[config.mk]
export PLATFORM = sky130hd
export DESIGN_NAME = tcdm_subsystem
export DESIGN_NICKNAME = d
export VERILOG_FILES = /design/src/hw/tcdm_pkg.sv /design/src/hw/tcdm_bank.sv /design/src/hw/tcdm_interconnect_wrap.sv /design/src/hw/tcdm_rr_arbiter.sv /design/src/hw/tcdm_subsystem.sv
export VERILOG_INCLUDE_DIRS = /design/src /design/src/hw
export SDC_FILE = /design/constraint.sdc
export NUM_CORES = 2
export LEC_CHECK = 0
export BUFFER_PORTS_ARGS = -buffer_cell sky130_fd_sc_hd__buf_2
export CAP_MARGIN = 15
export CORE_ASPECT_RATIO = 1.2
export CORE_MARGIN = 1.5
export CORE_UTILIZATION = 34
export DETAILED_ROUTE_END_ITERATION = 7
export MAX_ROUTING_LAYER = met4
export PLACE_DENSITY = 0.56
export SLEW_MARGIN = 10
export SYNTH_ARGS = -nofsm -noshare
export SYNTH_HDL_FRONTEND = slang
export SYNTH_SLANG_ARGS = --single-unit
[constraint.sdc]
create_clock -name clk_i -period 15.6 [get_ports clk_i]
set_clock_uncertainty 0.05 [all_clocks]
set_input_delay 1.56 -clock clk_i [delete_from_list [all_inputs] [get_ports clk_i]]
set_output_delay 1.56 -clock clk_i [all_outputs]
set_load 0.01 [all_outputs]
[src/hw/tcdm_config.svh]
/*
 * Build-time sizes of the TCDM subsystem.
 * Port count, bank count, word and address widths, bank depth.
 */

`ifndef TCDM_CONFIG_SVH
`define TCDM_CONFIG_SVH

// requester ports competing for the banks.
`define TCDM_NUM_IN 4

// word-interleaved banks, power of two.
`define TCDM_NUM_OUT 4

// byte address width seen by the requesters.
`define TCDM_ADDR_WIDTH 32

// data word width, a multiple of 8.
`define TCDM_DATA_WIDTH 32

// row bits per bank.
`define TCDM_BANK_ADDR_WIDTH 4 // 16 words per bank.

`endif

[src/hw/tcdm_pkg.sv]
/*
 * Shared types of the TCDM subsystem.
 * Opcode enum, requester request and response structs, bank request struct.
 */

`default_nettype none

`include "tcdm_config.svh"

package tcdm_pkg;

    typedef enum logic {
        TCDM_READ  = 1'b0,
        TCDM_WRITE = 1'b1
    } tcdm_op_e;

    // request channel of one requester.
    typedef struct packed {
        tcdm_op_e                        op;
        logic [`TCDM_ADDR_WIDTH-1:0]     addr;  // byte address.
        logic [`TCDM_DATA_WIDTH-1:0]     wdata;
        logic [`TCDM_DATA_WIDTH/8-1:0]   strb;  // one bit per byte.
    } tcdm_req_chan_t;

    typedef struct packed {
        logic           q_valid;
        tcdm_req_chan_t q;
    } mem_req_t;

    // response channel, one cycle after acceptance.
    typedef struct packed {
        logic                        valid;
        logic [`TCDM_DATA_WIDTH-1:0] rdata;
    } tcdm_rsp_chan_t;

    typedef struct packed {
        logic           q_ready;
        tcdm_rsp_chan_t p;
    } mem_rsp_t;

    // what the crossbar drives into one bank.
    typedef struct packed {
        logic                             en;
        logic                             we;
        logic [`TCDM_BANK_ADDR_WIDTH-1:0] addr;  // row.
        logic [`TCDM_DATA_WIDTH-1:0]      wdata;
        logic [`TCDM_DATA_WIDTH/8-1:0]    strb;
    } bank_req_t;

endpackage : tcdm_pkg

`default_nettype wire

[src/hw/tcdm_bank.sv]
/*
 * Single-port SRAM bank.
 * Byte-enabled write, registered read data.
 */

`timescale 1ns/1ps
`default_nettype none

`include "tcdm_config.svh"

module tcdm_bank import tcdm_pkg::*; (
    input  logic                        clk_i,
    input  bank_req_t                   bank_req_i,
    output logic [`TCDM_DATA_WIDTH-1:0] rdata_o
);

    localparam int unsigned Depth    = 2 ** `TCDM_BANK_ADDR_WIDTH;
    localparam int unsigned NumBytes = `TCDM_DATA_WIDTH / 8;

    logic [`TCDM_DATA_WIDTH-1:0] mem_q [Depth];
    logic [`TCDM_DATA_WIDTH-1:0] rdata_q;

    always_ff @(posedge clk_i) begin
        if (bank_req_i.en) begin
            if (bank_req_i.we) begin
                for (int unsigned b = 0; b < NumBytes; b++) begin
                    if (bank_req_i.strb[b]) begin
                        mem_q[bank_req_i.addr][b*8 +: 8] <= bank_req_i.wdata[b*8 +: 8];
                    end
                end
            end else begin
                rdata_q <= mem_q[bank_req_i.addr];  // valid next cycle.
            end
        end
    end

    assign rdata_o = rdata_q;

endmodule : tcdm_bank

`default_nettype wire

[src/hw/tcdm_interconnect_wrap.sv]
/*
 * Struct-ported TCDM crossbar.
 * Address decode, one round-robin arbiter per bank, bank request mux,
 * and one-cycle response routing back to the requesters.
 */

`timescale 1ns/1ps
`default_nettype none

`include "tcdm_config.svh"

module tcdm_interconnect_wrap import tcdm_pkg::*; (
    input  logic                                            clk_i,
    input  logic                                            reset_i,

    input  mem_req_t  [`TCDM_NUM_IN-1:0]                    mem_req_i,
    output mem_rsp_t  [`TCDM_NUM_IN-1:0]                    mem_rsp_o,

    output bank_req_t [`TCDM_NUM_OUT-1:0]                   bank_req_o,
    input  logic      [`TCDM_NUM_OUT-1:0][`TCDM_DATA_WIDTH-1:0] bank_rdata_i
);

    localparam int unsigned ByteOffWidth = $clog2(`TCDM_DATA_WIDTH / 8);
    localparam int unsigned BankSelWidth = $clog2(`TCDM_NUM_OUT);
    localparam int unsigned RowLsb       = ByteOffWidth + BankSelWidth;

    logic [`TCDM_NUM_IN-1:0][BankSelWidth-1:0]          port_bank;
    logic [`TCDM_NUM_IN-1:0][`TCDM_BANK_ADDR_WIDTH-1:0] port_row;
    logic [`TCDM_NUM_IN-1:0]                            port_gnt;

    logic [`TCDM_NUM_OUT-1:0][`TCDM_NUM_IN-1:0] bank_req_vec;
    logic [`TCDM_NUM_OUT-1:0][`TCDM_NUM_IN-1:0] bank_gnt;

    logic [`TCDM_NUM_IN-1:0]                   rsp_valid_q;
    logic [`TCDM_NUM_IN-1:0][BankSelWidth-1:0] rsp_bank_q;

    // ************************************************************
    // address decode
    // ************************************************************

    for (genvar i = 0; i < `TCDM_NUM_IN; i++) begin : gen_decode
        assign port_bank[i] = mem_req_i[i].q.addr[ByteOffWidth +: BankSelWidth];
        assign port_row[i]  = mem_req_i[i].q.addr[RowLsb +: `TCDM_BANK_ADDR_WIDTH];
    end

    // one request bit per port and bank.
    always_comb begin
        for (int unsigned j = 0; j < `TCDM_NUM_OUT; j++) begin
            for (int unsigned i = 0; i < `TCDM_NUM_IN; i++) begin
                bank_req_vec[j][i] = mem_req_i[i].q_valid &&
                                     (port_bank[i] == BankSelWidth'(j));
            end
        end
    end

    // ************************************************************
    // per-bank arbitration and request mux
    // ************************************************************

    for (genvar j = 0; j < `TCDM_NUM_OUT; j++) begin : gen_bank
        bank_req_t bank_mux;

        tcdm_rr_arbiter #(
            .NumReq(`TCDM_NUM_IN)
        ) i_arbiter (
            .clk_i   (clk_i),
            .reset_i (reset_i),
            .req_i   (bank_req_vec[j]),
            .gnt_o   (bank_gnt[j])
        );

        // grant is one-hot, so at most one port lands here.
        always_comb begin
            bank_mux    = '0;
            bank_mux.en = |bank_gnt[j];
            for (int unsigned i = 0; i < `TCDM_NUM_IN; i++) begin
                if (bank_gnt[j][i]) begin
                    bank_mux.we    = (mem_req_i[i].q.op == TCDM_WRITE);
                    bank_mux.addr  = port_row[i];
                    bank_mux.wdata = mem_req_i[i].q.wdata;
                    bank_mux.strb  = mem_req_i[i].q.strb;
                end
            end
        end

        assign bank_req_o[j] = bank_mux;
    end

    // a port is ready when any bank granted it.
    always_comb begin
        port_gnt = '0;
        for (int unsigned j = 0; j < `TCDM_NUM_OUT; j++) begin
            port_gnt = port_gnt | bank_gnt[j];
        end
    end

    // ************************************************************
    // response routing
    // ************************************************************

    always_ff @(posedge clk_i) begin
        if (reset_i) begin
            rsp_valid_q <= '0;
        end else begin
            rsp_valid_q <= port_gnt;
        end
    end

    always_ff @(posedge clk_i) begin
        rsp_bank_q <= port_bank;  // bank that serves each port.
    end

    for (genvar i = 0; i < `TCDM_NUM_IN; i++) begin : gen_rsp
        assign mem_rsp_o[i] = '{
            q_ready: port_gnt[i],
            p:       '{valid: rsp_valid_q[i], rdata: bank_rdata_i[rsp_bank_q[i]]}
        };
    end

endmodule : tcdm_interconnect_wrap

`default_nettype wire

[src/hw/tcdm_rr_arbiter.sv]
/*
 * Round-robin arbiter for one bank.
 * Combinational one-hot grant, pointer moves past the winner.
 */

`timescale 1ns/1ps
`default_nettype none

module tcdm_rr_arbiter #(
    parameter int unsigned NumReq = 4
)(
    input  logic              clk_i,
    input  logic              reset_i,
    input  logic [NumReq-1:0] req_i,
    output logic [NumReq-1:0] gnt_o
);

    localparam int unsigned PtrWidth = (NumReq > 1) ? $clog2(NumReq) : 1;

    logic [PtrWidth-1:0] ptr_q;
    logic [PtrWidth-1:0] win_idx;
    logic                found;

    // first requester at or after the pointer, wrapping.
    always_comb begin
        int unsigned idx;
        gnt_o   = '0;
        win_idx = ptr_q;
        found   = 1'b0;
        for (int unsigned k = 0; k < NumReq; k++) begin
            idx = (int'(ptr_q) + k) % NumReq;
            if (!found && req_i[idx]) begin
                found      = 1'b1;
                gnt_o[idx] = 1'b1;
                win_idx    = PtrWidth'(idx);
            end
        end
    end

    always_ff @(posedge clk_i) begin
        if (reset_i) begin
            ptr_q <= '0;
        end else if (found) begin
            ptr_q <= (win_idx == PtrWidth'(NumReq - 1)) ? '0 : win_idx + 1'b1;
        end
    end

endmodule : tcdm_rr_arbiter

`default_nettype wire

[src/hw/tcdm_subsystem.sv]
/*
 * TCDM subsystem top level.
 * Crossbar plus one SRAM bank per output.
 */

`timescale 1ns/1ps
`default_nettype none

`include "tcdm_config.svh"

module tcdm_subsystem import tcdm_pkg::*; (
    input  logic                          clk_i,
    input  logic                          reset_i,
    input  mem_req_t [`TCDM_NUM_IN-1:0]   mem_req_i,
    output mem_rsp_t [`TCDM_NUM_IN-1:0]   mem_rsp_o
);

    bank_req_t [`TCDM_NUM_OUT-1:0]                        bank_req;
    logic      [`TCDM_NUM_OUT-1:0][`TCDM_DATA_WIDTH-1:0] bank_rdata;

    tcdm_interconnect_wrap i_interconnect (
        .clk_i        (clk_i),
        .reset_i      (reset_i),
        .mem_req_i    (mem_req_i),
        .mem_rsp_o    (mem_rsp_o),
        .bank_req_o   (bank_req),
        .bank_rdata_i (bank_rdata)
    );

    // word-interleaved banks.
    for (genvar j = 0; j < `TCDM_NUM_OUT; j++) begin : gen_bank
        tcdm_bank i_bank (
            .clk_i      (clk_i),
            .bank_req_i (bank_req[j]),
            .rdata_o    (bank_rdata[j])
        );
    end

endmodule : tcdm_subsystem

`default_nettype wire

==> summary.md <==
| Metric | Value |
|---|---|
| CP cell instances | `inv_1 -> ha_1 -> nand2b_1 -> o22ai_1 -> o21ai_0 -> a31oi_1 -> or2_2 -> buf_4 -> o311a_1 -> o21a_4 -> buf_4 -> buf_4 -> a21oi_1 -> a221oi_1 -> or4_1` |
| Top-count cell post-synth | `edfxtp_1` |
| Crit path max fanout | `between 90 and 100` |
| Cell variety after synth | `95` |
| Status | `finished with violations` |
| Reg-to-Reg Start | `i_interconnect.gen_bank[1].i_arbiter.ptr_q[0]` |
| Row cnt | `214` |
| Number of buffers created by CTS | `~220` |
| Setup_tns | `0 ns` |
| Setup slack, reg-to-reg | `7.39 ns` |
| RR Endpoint | `gen_bank[1].i_bank.rdata_o[28]` |
| Syn nets | `roughly 7800` |
| First-iteration detailed-routing DRC count | `around 9000` |
| Worst-Margin Slew | `1.485 ns` |
| Storage cell area | `approximately 0.066 sq mm` |
| Slew HR | `0.009990` |
| Hold path depth | `2` |
| Core area | `0.2833 sq mm` |
| # placed instances | `11181` |
| Final Non-Filler Cells | `between 10000 and 15000` |
| Most frequent CP cell | `buf_4` |
| Hold Startpoint | `i_interconnect.gen_bank[1].i_arbiter.ptr_q[1]` |
| Syn Area/Cell | `12.87 sq um` |
| Synth Instances | `7532` |
| Period minus WS final | `between 8 and 9 ns` |
| Multi-input gate area | `0.02907 sq mm` |
| Via Count | `69572` |
| Yosys warns | `0` |
| Worst-path clk slew | `roughly 0.060 ns` |
| RSZ-0062 raised after global routing | `false` |
| Worst Hold End | `i_interconnect.gen_bank[1].i_arbiter.ptr_q[1]` |
| CTS tree | `built` |
| Critical-path top delay cell | `buf_4` |
| Placement Cell Area | `0.1033 sq mm` |
| WL final | `~350000 um` |
| CTS sink count | `approximately 2200` |
| Synth top area share | `0.6740` |
| Routed WL per cell | `29.97 um` |
| Cell types occupying the most area after synthesis | `edfxtp_1, nand3_1, nand2_1, a21oi_1, mux4_2` |
| Synth cell count leaders | `edfxtp_1, nand2_1, nand3_1` |
| CP Launch Type | `register` |
| Design area | `0.1103 sq mm` |
| RD Place Congestion | `0.9054` |
| Cell Area, Synth | `0.09695 sq mm` |
| Root Buffer | `clkbuf_16` |
| Routed Antenna Nets | `0` |
| Pre-antenna DRT Iters | `8` |
| Final period util | `0.5261` |
| FMAX | `121.9 MHz` |
| Gr ovfl total | `0` |
| Vias per inst | `5.954` |
| Post-cts repair resize count | `0` |
| Final nets | `7937` |
| Hpwl dp | `227900 um` |
| Starting Density | `0.3422` |
| Share of cells above drive strength 1 | `0.1505` |
| Worst path arrival time | `8.69 ns` |
| # H-tree levels | `4` |
| Die Wd | `490.5 um` |
| Fin. Hold Viols | `0` |
| Worst setup path class | `reg -> reg` |
| Worst Hold Class | `reg -> reg` |
| First-pass GRT wire length | `492300 um` |
| Initial antenna violation count | `between 90 and 100` |
| Sequential cell area fraction in the yosys report | `0.6781` |
| Port bufs | `~310` |
| Most used DFF post-synth | `edfxtp_1` |
| Largest net degree at the start of global routing | `255` |
| MaxCap Viol Count | `0` |
| Final setup violation count | `0` |
| CTS Hold Bufs | `0` |
| Failing checks | `design-rule violations` |
| Die area | `0.2884 sq mm` |
| Max Slew Vio Count | `0` |
| Layout area overhead | `13.77%` |
| Largest area contributor in the netlist | `edfxtp_1` |
| Max clock buf depth | `4` |
| CP endpoint kind | `register` |
| Total GRT Usage | `0.2413` |
| Residual DRC | `4` |
| Util after Layout | `0.3894` |
| R2R depth | `15` |
| Die Ht | `~590 um` |
| Io pins | `418` |
| EDFF count, synth | `2176` |
| Worst-Skew Late Latency | `0.92 ns` |
| Fill count | `26772` |
| Seq cells post-synth | `~2200` |
| Crit path required time | `approximately 16 ns` |
| Largest stage delay, worst path | `0.93 ns` |
| Ys async rst share | `0` |
| Post-CTS Setup Inserts | `0` |
| Number of global-route vias before repair | `66498` |
cell families (layout without fill, tap and decap cells):
kind of cell,after synthesis,count (layout),synth area share
XOR/XNOR,7,7,0.0006324
AND/OR/NAND/NOR,2319,2319,0.1118
multiplexers,173,173,0.03506
buffers and inverters,746,1016,0.03053
flip-flops,2196,2196,0.6781
adder cells (fa/ha/maj),24,24,0.003097
AO/OA/AOI/OAI,2067,2067,0.1408
other,0,102,0
critical path: cells and delay by family (launching register included):
| family | cells | cell delay, ns |
|---|---|---|
| adders and majority gates | 1 | 0.49 |
| buffers and inverters | 4 | 2.64 |
| and+or+nand+nor | 3 | 1.10 |
| DFF | 1 | 0.65 |
| AOI/OAI and AO/OA | 7 | 2.80 |
layer usage:
metal | vias to the layer above | wire length (um) | track usage
met3 | 891 | 30540 | 0.04972
li1 | 29853 | - | -
met2 | 3615 | 168800 | 0.3863
met4 | 0 | 27110 | 0.1607
met5 | - | 0 | -
met1 | 35213 | 123800 | 0.2735
how the worst max path moves through the flow:
stage / from / endpoint / slack, ns / cells past startpoint
2_1_floorplan: mem_req_i[179] / gen_bank[0].i_bank.rdata_o[0] / 9.49 / 10
3_3_place_gp: mem_req_i[108] / gen_bank[1].i_bank.rdata_o[28] / 7.14 / 14
3_5_place_dp: mem_req_i[248] / gen_bank[1].i_bank.rdata_o[28] / 7.06 / 14
4_1_cts: i_interconnect.gen_bank[1].i_arbiter.ptr_q[0] / gen_bank[1].i_bank.rdata_o[28] / 7.70 / 15
5_1_grt: i_interconnect.gen_bank[1].i_arbiter.ptr_q[0] / gen_bank[1].i_bank.rdata_o[31] / 7.22 / 15
6_report: i_interconnect.gen_bank[1].i_arbiter.ptr_q[0] / gen_bank[1].i_bank.rdata_o[28] / 7.39 / 15
registers in the layout, indices dropped and copies added, names as in the netlist:
signal                                   count
i_interconnect.rsp_valid_q                   4
gen_bank.i_bank.mem_q                     2048
i_interconnect.rsp_bank_q                    8
gen_bank.i_bank.rdata_o                    128
i_interconnect.gen_bank.i_arbiter.ptr_q      8
cell usage in the layout, fill, tap and decap left out, types with 81 or more instances in the layout:
cell type and n:
a21oi_1 637, a221oi_1 338, buf_2 315, buf_4 242, clkbuf_16 224, diode_2 102, edfxtp_1 2176, mux4_2 133
nand2_1 882, nand3_1 698, nor2_1 272, nor3_1 81, o21ai_0 482
metrics by stage:
step	setup slack, ns	hold WS (ns)
2_1_floorplan	9.494	0.4837
3_3_place_gp	7.136	0.5372
3_5_place_dp	7.064	0.5599
4_1_cts	7.701	0.5695
5_1_grt	7.219	0.6123
6_report	7.393	0.5612
area by class of cell:
type | instances | share of cell area
Sequential cell | 2196 | 0.5962
Multi-Input combinational cell | 4590 | 0.2635
Clock buffer | 267 | 0.05228
Tap cell | 3780 | 0.04288
Timing Repair Buffer | 566 | 0.03232
Clock inverter | 128 | 0.008576
Antenna cell | 102 | 0.002314
Inverter | 55 | 0.001872
Power is not shown: default switching activity piles up to over one toggle a cycle in this logic, so the estimate is an artifact.
